$ cat src/rv_decode_defs.svh
`ifndef RV_DECODE_DEFS_SVH
`define RV_DECODE_DEFS_SVH

// Data and address width
`define RV_XLEN 32

// Register file index width
`define RV_REG_IDX_W 5

// First fetch address out of reset
`define RV_RESET_PC 32'h0000_0000

// Byte distance between two instructions
`define RV_PC_STEP 4

`endif
$ cat src/rv_isa_pkg.sv
`default_nettype none

`include "rv_decode_defs.svh"

package rv_isa_pkg;

    typedef logic [`RV_XLEN-1:0] word_t;
    typedef logic [31:0] instr_t;            // Fixed 32-bit encoding
    typedef logic [`RV_REG_IDX_W-1:0] reg_idx_t;

    // Major opcodes, low two bits included
    typedef enum logic [6:0] {
        OP_IMM   = 7'b0010011,
        OP       = 7'b0110011,
        LUI      = 7'b0110111,
        AUIPC    = 7'b0010111,
        BRANCH   = 7'b1100011,
        JAL      = 7'b1101111,
        JALR     = 7'b1100111,
        LOAD     = 7'b0000011,
        STORE    = 7'b0100011,
        MISC_MEM = 7'b0001111                // Not supported here
    } opcode_e;

    typedef struct packed {
        word_t i_imm;
        word_t s_imm;
        word_t b_imm;
        word_t u_imm;
        word_t j_imm;
    } imm_set_t;

endpackage

`default_nettype wire

$ cat src/decode_pkg.sv
`default_nettype none

package decode_pkg;

    typedef enum logic [2:0] {
        UNIT_NONE     = 3'd0,
        UNIT_ALU      = 3'd1,
        UNIT_LOAD_IMM = 3'd2,
        UNIT_BRANCH   = 3'd3,
        UNIT_JUMP     = 3'd4,
        UNIT_MEM      = 3'd5
    } unit_e;

    typedef enum logic [3:0] {
        ALU_ADD  = 4'd0,
        ALU_SUB  = 4'd1,
        ALU_OR   = 4'd2,
        ALU_AND  = 4'd3,
        ALU_XOR  = 4'd4,
        ALU_SLL  = 4'd5,
        ALU_SRL  = 4'd6,
        ALU_SRA  = 4'd7,
        ALU_SLTU = 4'd8,
        ALU_SLT  = 4'd9
    } alu_op_e;

    typedef enum logic [2:0] {
        BR_BEQ  = 3'd0,
        BR_BNE  = 3'd1,
        BR_BLT  = 3'd2,
        BR_BGE  = 3'd3,
        BR_BLTU = 3'd4,
        BR_BGEU = 3'd5
    } branch_cond_e;

    typedef enum logic [1:0] {
        MEM_BYTE = 2'd0,
        MEM_HALF = 2'd1,
        MEM_WORD = 2'd2
    } mem_size_e;

    typedef enum logic [1:0] {
        IDLE,
        ACK_IN,
        OFFER,
        RETIRE
    } hs_state_e;

    typedef struct packed {
        logic                valid;
        unit_e               unit;
        alu_op_e             alu_op;
        logic                src2_is_imm;
        rv_isa_pkg::reg_idx_t rs1;
        rv_isa_pkg::reg_idx_t rs2;
        rv_isa_pkg::reg_idx_t rd;
        rv_isa_pkg::word_t   imm;
        rv_isa_pkg::word_t   pc_rel;      // pc + imm for AUIPC, JAL, BRANCH
        rv_isa_pkg::word_t   pc;
        branch_cond_e        branch_cond;
        logic                jalr;
        logic                mem_store;
        mem_size_e           mem_size;
        logic                mem_signed;
    } decoded_t;

endpackage

`default_nettype wire

$ cat src/rv_decode_top.sv
`default_nettype none

module rv_decode_top (
    input  logic                 clk,
    input  logic                 arst_n,
    input  logic                 in_req,
    input  rv_isa_pkg::instr_t   in_instr,
    input  logic                 out_ack,
    output logic                 in_ack,
    output logic                 out_req,
    output decode_pkg::decoded_t out_pkt
);

    logic                 capture;
    logic                 step;
    rv_isa_pkg::word_t    pc;
    rv_isa_pkg::imm_set_t imms;

    hs_ctrl u_hs_ctrl (
        .clk     (clk),
        .arst_n  (arst_n),
        .in_req  (in_req),
        .out_ack (out_ack),
        .in_ack  (in_ack),
        .out_req (out_req),
        .capture (capture),
        .step    (step)
    );

    pc_counter u_pc_counter (
        .clk    (clk),
        .arst_n (arst_n),
        .step   (step),
        .pc     (pc)
    );

    imm_gen u_imm_gen (
        .instr (in_instr),
        .imms  (imms)
    );

    instr_decode u_instr_decode (
        .clk     (clk),
        .arst_n  (arst_n),
        .capture (capture),
        .instr   (in_instr),
        .imms    (imms),
        .pc      (pc),
        .pkt     (out_pkt)
    );

endmodule

`default_nettype wire

$ cat src/instr_decode.sv
`default_nettype none

module instr_decode (
    input  logic                 clk,
    input  logic                 arst_n,
    input  logic                 capture,
    input  rv_isa_pkg::instr_t   instr,
    input  rv_isa_pkg::imm_set_t imms,
    input  rv_isa_pkg::word_t    pc,
    output decode_pkg::decoded_t pkt
);

    logic [2:0]           funct3;
    logic [6:0]           funct7;
    logic                 pc_rel_en;
    decode_pkg::decoded_t pkt_d;

    assign funct3 = instr[14:12];
    assign funct7 = instr[31:25];

    always_comb begin
        pkt_d       = '0;
        pkt_d.valid = 1'b1;
        pkt_d.rs1   = instr[19:15];
        pkt_d.rs2   = instr[24:20];
        pkt_d.rd    = instr[11:7];
        pkt_d.pc    = pc;
        pc_rel_en   = 1'b0;

        case (instr[1:0])
            2'b11: begin
                case (rv_isa_pkg::opcode_e'(instr[6:0]))
                    rv_isa_pkg::OP_IMM: begin
                        pkt_d.unit        = decode_pkg::UNIT_ALU;
                        pkt_d.src2_is_imm = 1'b1;
                        pkt_d.imm         = imms.i_imm;
                        case (funct3)
                            3'b000: pkt_d.alu_op = decode_pkg::ALU_ADD;
                            3'b010: pkt_d.alu_op = decode_pkg::ALU_SLT;
                            3'b011: pkt_d.alu_op = decode_pkg::ALU_SLTU;
                            3'b100: pkt_d.alu_op = decode_pkg::ALU_XOR;
                            3'b110: pkt_d.alu_op = decode_pkg::ALU_OR;
                            3'b111: pkt_d.alu_op = decode_pkg::ALU_AND;
                            3'b001: begin
                                if (funct7 == 7'b0000000) begin
                                    pkt_d.alu_op = decode_pkg::ALU_SLL;
                                end else begin
                                    pkt_d.valid = 1'b0;
                                end
                            end
                            default: begin                        // SRLI or SRAI
                                case (funct7)
                                    7'b0000000: pkt_d.alu_op = decode_pkg::ALU_SRL;
                                    7'b0100000: pkt_d.alu_op = decode_pkg::ALU_SRA;
                                    default:    pkt_d.valid = 1'b0;
                                endcase
                            end
                        endcase
                    end

                    rv_isa_pkg::OP: begin
                        pkt_d.unit = decode_pkg::UNIT_ALU;
                        case (funct7)
                            7'b0000000: begin
                                case (funct3)
                                    3'b000:  pkt_d.alu_op = decode_pkg::ALU_ADD;
                                    3'b001:  pkt_d.alu_op = decode_pkg::ALU_SLL;
                                    3'b010:  pkt_d.alu_op = decode_pkg::ALU_SLT;
                                    3'b011:  pkt_d.alu_op = decode_pkg::ALU_SLTU;
                                    3'b100:  pkt_d.alu_op = decode_pkg::ALU_XOR;
                                    3'b101:  pkt_d.alu_op = decode_pkg::ALU_SRL;
                                    3'b110:  pkt_d.alu_op = decode_pkg::ALU_OR;
                                    default: pkt_d.alu_op = decode_pkg::ALU_AND;
                                endcase
                            end
                            7'b0100000: begin
                                case (funct3)
                                    3'b000:  pkt_d.alu_op = decode_pkg::ALU_SUB;
                                    3'b101:  pkt_d.alu_op = decode_pkg::ALU_SRA;
                                    default: pkt_d.valid = 1'b0;
                                endcase
                            end
                            default: pkt_d.valid = 1'b0;          // Includes MUL/DIV
                        endcase
                    end

                    rv_isa_pkg::LUI: begin
                        pkt_d.unit = decode_pkg::UNIT_LOAD_IMM;
                        pkt_d.imm  = imms.u_imm;
                    end

                    rv_isa_pkg::AUIPC: begin
                        pkt_d.unit = decode_pkg::UNIT_LOAD_IMM;
                        pkt_d.imm  = imms.u_imm;
                        pc_rel_en  = 1'b1;
                    end

                    rv_isa_pkg::BRANCH: begin
                        pkt_d.unit = decode_pkg::UNIT_BRANCH;
                        pkt_d.imm  = imms.b_imm;
                        pc_rel_en  = 1'b1;                        // Branch target
                        case (funct3)
                            3'b000:  pkt_d.branch_cond = decode_pkg::BR_BEQ;
                            3'b001:  pkt_d.branch_cond = decode_pkg::BR_BNE;
                            3'b100:  pkt_d.branch_cond = decode_pkg::BR_BLT;
                            3'b101:  pkt_d.branch_cond = decode_pkg::BR_BGE;
                            3'b110:  pkt_d.branch_cond = decode_pkg::BR_BLTU;
                            3'b111:  pkt_d.branch_cond = decode_pkg::BR_BGEU;
                            default: pkt_d.valid = 1'b0;
                        endcase
                    end

                    rv_isa_pkg::JAL: begin
                        pkt_d.unit = decode_pkg::UNIT_JUMP;
                        pkt_d.imm  = imms.j_imm;
                        pc_rel_en  = 1'b1;
                    end

                    rv_isa_pkg::JALR: begin
                        pkt_d.unit = decode_pkg::UNIT_JUMP;
                        pkt_d.imm  = imms.i_imm;
                        pkt_d.jalr = 1'b1;                        // Target from rs1
                    end

                    rv_isa_pkg::LOAD: begin
                        pkt_d.unit = decode_pkg::UNIT_MEM;
                        pkt_d.imm  = imms.i_imm;
                        pkt_d.mem_signed = !funct3[2];            // LBU and LHU zero-extend
                        case (funct3)
                            3'b000, 3'b100: pkt_d.mem_size = decode_pkg::MEM_BYTE;
                            3'b001, 3'b101: pkt_d.mem_size = decode_pkg::MEM_HALF;
                            3'b010:         pkt_d.mem_size = decode_pkg::MEM_WORD;
                            default:        pkt_d.valid = 1'b0;
                        endcase
                    end

                    rv_isa_pkg::STORE: begin
                        pkt_d.unit      = decode_pkg::UNIT_MEM;
                        pkt_d.imm       = imms.s_imm;
                        pkt_d.mem_store = 1'b1;
                        case (funct3)
                            3'b000:  pkt_d.mem_size = decode_pkg::MEM_BYTE;
                            3'b001:  pkt_d.mem_size = decode_pkg::MEM_HALF;
                            3'b010:  pkt_d.mem_size = decode_pkg::MEM_WORD;
                            default: pkt_d.valid = 1'b0;
                        endcase
                    end

                    rv_isa_pkg::MISC_MEM: pkt_d.valid = 1'b0;     // FENCE not handled
                    default:              pkt_d.valid = 1'b0;
                endcase
            end

            default: pkt_d.valid = 1'b0;                          // Compressed or reserved
        endcase

        if (pc_rel_en) begin
            pkt_d.pc_rel = pc + pkt_d.imm;
        end

        // Register indices and pc stay visible on a rejected word
        if (!pkt_d.valid) begin
            pkt_d.unit        = decode_pkg::UNIT_NONE;
            pkt_d.alu_op      = decode_pkg::ALU_ADD;
            pkt_d.src2_is_imm = 1'b0;
            pkt_d.imm         = '0;
            pkt_d.pc_rel      = '0;
            pkt_d.branch_cond = decode_pkg::BR_BEQ;
            pkt_d.jalr        = 1'b0;
            pkt_d.mem_store   = 1'b0;
            pkt_d.mem_size    = decode_pkg::MEM_BYTE;
            pkt_d.mem_signed  = 1'b0;
        end
    end

    always_ff @(posedge clk or negedge arst_n) begin
        if (!arst_n) begin
            pkt <= '0;
        end else if (capture) begin
            pkt <= pkt_d;                                         // Held until next capture
        end
    end

endmodule

`default_nettype wire

$ cat src/imm_gen.sv
`default_nettype none

`include "rv_decode_defs.svh"

module imm_gen (
    input  rv_isa_pkg::instr_t   instr,
    output rv_isa_pkg::imm_set_t imms
);

    // OP-IMM, LOAD, JALR
    assign imms.i_imm = {{(`RV_XLEN - 11){instr[31]}}, instr[30:20]};

    assign imms.s_imm = {{(`RV_XLEN - 11){instr[31]}}, instr[30:25], instr[11:7]};

    // Branch offsets are always even
    assign imms.b_imm = {{(`RV_XLEN - 12){instr[31]}}, instr[7], instr[30:25],
                         instr[11:8], 1'b0};

    assign imms.u_imm = rv_isa_pkg::word_t'({instr[31:12], 12'h000});

    assign imms.j_imm = {{(`RV_XLEN - 20){instr[31]}}, instr[19:12], instr[20],
                         instr[30:21], 1'b0};

endmodule

`default_nettype wire

$ cat src/pc_counter.sv
`default_nettype none

`include "rv_decode_defs.svh"

module pc_counter (
    input  logic              clk,
    input  logic              arst_n,
    input  logic              step,
    output rv_isa_pkg::word_t pc
);

    always_ff @(posedge clk or negedge arst_n) begin
        if (!arst_n) begin
            pc <= rv_isa_pkg::word_t'(`RV_RESET_PC);
        end else if (step) begin
            pc <= pc + rv_isa_pkg::word_t'(`RV_PC_STEP);   // Next sequential slot
        end
    end

endmodule

`default_nettype wire

$ cat src/hs_ctrl.sv
`default_nettype none

module hs_ctrl (
    input  logic clk,
    input  logic arst_n,
    input  logic in_req,
    input  logic out_ack,
    output logic in_ack,
    output logic out_req,
    output logic capture,
    output logic step
);

    decode_pkg::hs_state_e state;

    // Word is taken as soon as a request shows up while idle
    assign capture = (state == decode_pkg::IDLE) && in_req;

    // Retire on the falling edge of the sink's acknowledge
    assign step = (state == decode_pkg::RETIRE) && !out_ack;

    always_ff @(posedge clk or negedge arst_n) begin
        if (!arst_n) begin
            state   <= decode_pkg::IDLE;
            in_ack  <= 1'b0;
            out_req <= 1'b0;
        end else begin
            case (state)
                decode_pkg::IDLE: begin
                    if (in_req) begin
                        in_ack <= 1'b1;
                        state  <= decode_pkg::ACK_IN;
                    end
                end

                decode_pkg::ACK_IN: begin
                    if (!in_req) begin                // Source released the word
                        in_ack  <= 1'b0;
                        out_req <= 1'b1;
                        state   <= decode_pkg::OFFER;
                    end
                end

                decode_pkg::OFFER: begin
                    if (out_ack) begin
                        out_req <= 1'b0;
                        state   <= decode_pkg::RETIRE;
                    end
                end

                decode_pkg::RETIRE: begin
                    // Input side stays blocked until the sink lets go
                    if (!out_ack) begin
                        state <= decode_pkg::IDLE;
                    end
                end

                default: begin
                    state   <= decode_pkg::IDLE;
                    in_ack  <= 1'b0;
                    out_req <= 1'b0;
                end
            endcase
        end
    end

endmodule

`default_nettype wire

$ cat config.mk
export PLATFORM = sky130hd
export DESIGN_NAME = rv_decode_top
export DESIGN_NICKNAME = d
export VERILOG_FILES = /design/src/rv_isa_pkg.sv /design/src/decode_pkg.sv /design/src/rv_decode_top.sv /design/src/instr_decode.sv /design/src/imm_gen.sv /design/src/pc_counter.sv /design/src/hs_ctrl.sv
export VERILOG_INCLUDE_DIRS = /design/src
export SDC_FILE = /design/constraint.sdc
export NUM_CORES = 1
export LEC_CHECK = 0
export BUFFER_PORTS_ARGS = -buffer_cell sky130_fd_sc_hd__clkbuf_2
export CAP_MARGIN = 20
export CORE_ASPECT_RATIO = 0.8
export CORE_UTILIZATION = 57
export CTS_CLUSTER_SIZE = 12
export DETAILED_ROUTE_END_ITERATION = 16
export GPL_ROUTABILITY_DRIVEN = 0
export HOLD_SLACK_MARGIN = 0.15
export PLACE_DENSITY = 0.83
export SLEW_MARGIN = 15
export SYNTH_ARGS = -nofsm -noshare
export SYNTH_HDL_FRONTEND = slang
export SYNTH_SLANG_ARGS = --single-unit
$ cat constraint.sdc
create_clock -name clk -period 4.3 [get_ports clk]
set_input_delay 0.645 -clock clk [delete_from_list [all_inputs] [get_ports clk]]
set_output_delay 0.645 -clock clk [all_outputs]
set_load 0.05 [all_outputs]
==> impl_results.md <==
- Status: complete, no violations
- Global-route wire length before repair: 46,100 um
- Clk_skew: 0.0131 ns
- Ys flop type: dfrtp_1
- CP startpoint kind: primary input
- Die Ht: 118 um
- Synth Instances: 1,127
- TritonCTS buffer count: 17
- Clk slew on worst S/H paths: 0.06 ns
- Yosys reg bits: 160
- Ports: 166
- Max-Cap Viols: 0
- Final Hold Fails: 0
- Multi-input gate area: 5140 um^2
- Initial antenna violation count: 0
- Final hold slack: 0.227 ns
- DP HPWL: 20,200 um
- Initial drt markers: 928
- Die Wd: 147 um
- Post-synth EDFFs: 0
- Leakage power: 5.51 nW
- Post-route ant nets: 0
- CP Max Fanout: 4
- Post-CTS Repair Setup Buffers: 0
- Diode count: 0
- CTS tree: done
- Hold_buf cts: 0
- Pin count of the biggest net entering global routing: 93
- CP required: 4.59 ns
- CTS max path bufs: 2
- Cts repair resizes: 0
- Crit path kind: in -> reg
- Cell Pwr Density: 407 nW/um^2
- Storage element area: 4000 um^2
- Cell area after synthesis: 9570 um^2
- Crit path DAT: 4.35 ns
- Total number of vias: 9,231
- Rows: 41
- DR pass1 iterations: 5
- Total Wirelength: 28,400 um
- Total congestion overflow: 0
- Clk_lat worst skew: 0.44 ns
- Drt drc: 0
- Sink Count: 160
- Max Clk Rate: 247 MHz
- Vias in the first global route: 8,652
- Syn Area/Cell: 8.49 um^2
- Sequential area share after synthesis: 0.418
- Slew @ Worst Pin: 1.02 ns
- IO Port Bufs: 163
- WL/cell: 18.9 um
- Setup TNS: 0 ns
- CTS root buffer: clkbuf_16
- Setup violations, final: 0
- Hold Path Class: in -> async
- Synth cell types: 95
- VDD IR max: 0.000516 V
- Total track usage: 0.340
- Effective utilization at floorplan: 0.594
- Core area: 16,100 um^2
- Tmin final: 4.06 ns
- Final Max Slew Viols: 0
- Area Overhead vs Synth: 18.2%
- Fill count: 1,308
- Nature of the critical path endpoint: flip-flop
- Final period utilization: 0.943
- Max_slew headroom: 0.321
- Via density: 6.15
- Htree depth: 4
- RSZ-0062 raised after global routing: false
- Synth Warn #: 0
- Die Footprint: 17,300 um^2
- Fin nets: 1,329
- Layout cells sized above 1: 0.217
- Async SR Flop Fraction: 1.00
## final cells by class
class | instances | area share
clock inverter | 11 | 0.0138
inverter | 34 | 0.0113
clock buffer | 20 | 0.0395
tap | 215 | 0.0238
timing repair buffer | 208 | 0.104
sequential | 160 | 0.354
multi-input combinational | 854 | 0.454
## synthesized netlist by cell type, types with 5 or more instances
master	n	share of area
nand2_1	256	0.10
dfrtp_1	160	0.42
o21ai_0	79	0.041
nor2_1	71	0.028
clkbuf_1	57	0.022
a21oi_1	56	0.029
xnor2_1	45	0.041
inv_1	33	0.013
nand3_1	27	0.014
o31ai_1	20	0.016
ha_1	17	0.022
xor2_1	16	0.015
nor3_1	15	0.0078
nand2b_1	14	0.0091
a21o_1	13	0.010
a22o_1	13	0.012
o22ai_1	13	0.0085
o211ai_1	12	0.0094
buf_2	11	0.0058
and3_1	10	0.0065
o21a_1	10	0.0078
or3_1	10	0.0065
and2_1	7	0.0046
nand4_1	7	0.0046
o2111ai_1	7	0.0064
o21ai_1	7	0.0037
buf_1	6	0.0024
buf_4	6	0.0047
nor2b_1	6	0.0039
a211oi_1	5	0.0039
a22oi_1	5	0.0039
a32oi_1	5	0.0046
maj3_1	5	0.0052
nand3b_1	5	0.0039
o31a_1	5	0.0046
or2_2	5	0.0033
## worst paths after layout
path | slack, ns | to | depth (start not counted) | start
max in group asynchronous | 3.18 | u_instr_decode.pkt[32] | 2 | arst_n
worst min register to register | 0.47 | u_instr_decode.pkt[116] | 2 | u_instr_decode.pkt[116]
worst max register to register | 0.88 | u_instr_decode.pkt[70] | 14 | u_pc_counter.pc[2]
worst min-delay path | 0.23 | u_instr_decode.pkt[50] | 1 | arst_n
worst max-delay path | 0.24 | u_instr_decode.pkt[70] | 19 | in_instr[2]
min in group clk | 0.45 | u_instr_decode.pkt[105] | 3 | in_instr[8]
## report_power, final
part | internal, W | leakage (nW) | total (W) | switching (W)
clock | 0.000933 | 0.284 | 0.00157 | 0.000640
sequential | 0.00166 | 2.15 | 0.00178 | 0.000121
combinational | 0.000289 | 3.07 | 0.00125 | 0.000956
total | 0.00288 | 5.51 | 0.00460 | 0.00172
## worst max-delay path: stages
cell and delay, ns:
clkbuf_2 0.09, nand4bb_4 0.21, or2_1 0.25, o21ai_2 0.20, a22o_1 0.20, ha_1 0.17
inv_1 0.05, fa_1 0.37, nand2b_1 0.17, a21oi_1 0.26, nor3_1 0.12, o32ai_2 0.35
nor2_1 0.14, o2111a_2 0.31, o21a_4 0.23, o211ai_4 0.20, buf_4 0.16, o31a_1 0.11
o211ai_1 0.11
## kinds of logic after synthesis
kind of cell	count (synthesis)	synth area share
AO/OA/AOI/OAI	306	0.223
XOR/XNOR	62	0.0575
adder cells (fa/ha/maj)	24	0.0307
buffers and inverters	114	0.0485
flip-flops	160	0.418
multiplexers	2	0.00222
other	1	0.000392
AND/OR/NAND/NOR	458	0.219
## state kept, by name, summed over array words and instances, names as in the netlist
register / flops
u_instr_decode.pkt: 126
u_hs_ctrl.state: 2
u_hs_ctrl.out_req: 1
u_hs_ctrl.in_ack: 1
u_pc_counter.pc: 30
## layout by cell type, fill, tap and decap left out, types with 4 or more instances in the layout
cell type | Yosys | final
a211oi_1 | 5 | 5
a21o_1 | 13 | 13
a21oi_1 | 56 | 56
a22o_1 | 13 | 13
a22oi_1 | 5 | 5
a32o_1 | 4 | 4
a32oi_1 | 5 | 5
and2_1 | 7 | 6
and3_1 | 10 | 10
buf_4 | 6 | 44
clkbuf_16 | 0 | 17
clkbuf_2 | 0 | 162
dfrtp_1 | 160 | 160
ha_1 | 17 | 17
inv_1 | 33 | 33
maj3_1 | 5 | 5
nand2_1 | 256 | 255
nand2b_1 | 14 | 14
nand3_1 | 27 | 27
nand3b_1 | 5 | 5
nand4_1 | 7 | 7
nor2_1 | 71 | 69
nor2b_1 | 6 | 6
nor3_1 | 15 | 14
o2111ai_1 | 7 | 7
o211ai_1 | 12 | 12
o21a_1 | 10 | 10
o21ai_0 | 79 | 78
o21ai_1 | 7 | 7
o221ai_1 | 4 | 4
o22ai_1 | 13 | 13
o31a_1 | 5 | 5
o31ai_1 | 20 | 20
o41ai_1 | 4 | 4
or2_2 | 5 | 5
or3_1 | 10 | 10
xnor2_1 | 45 | 45
xor2_1 | 16 | 16
## through the flow
step                 util  area [um^2]  total power [W]  std cells  setup slack [ns]
detailed placement  0.665        10700          0.00304       1471            -0.144
finish              0.702        11300          0.00460       1502             0.244
floorplan               -         9590          0.00269       1128            0.0458
global route        0.702        11300          0.00479       1502            0.0263
CTS                 0.702        11300          0.00460       1502             0.280
global placement    0.665        10700          0.00301       1471           -0.0305
## per-layer routing
metal / part of all wire / vias up / GRT usage
met3: 0.10 / 47 / 0.0969
met2: 0.44 / 524 / 0.497
met1: 0.44 / 4428 / 0.486
met4: 0.018 / 0 / 0.101
met5: 0 / - / 0
li1: - / 4232 / -
Power figures use the tool's default switching activity.
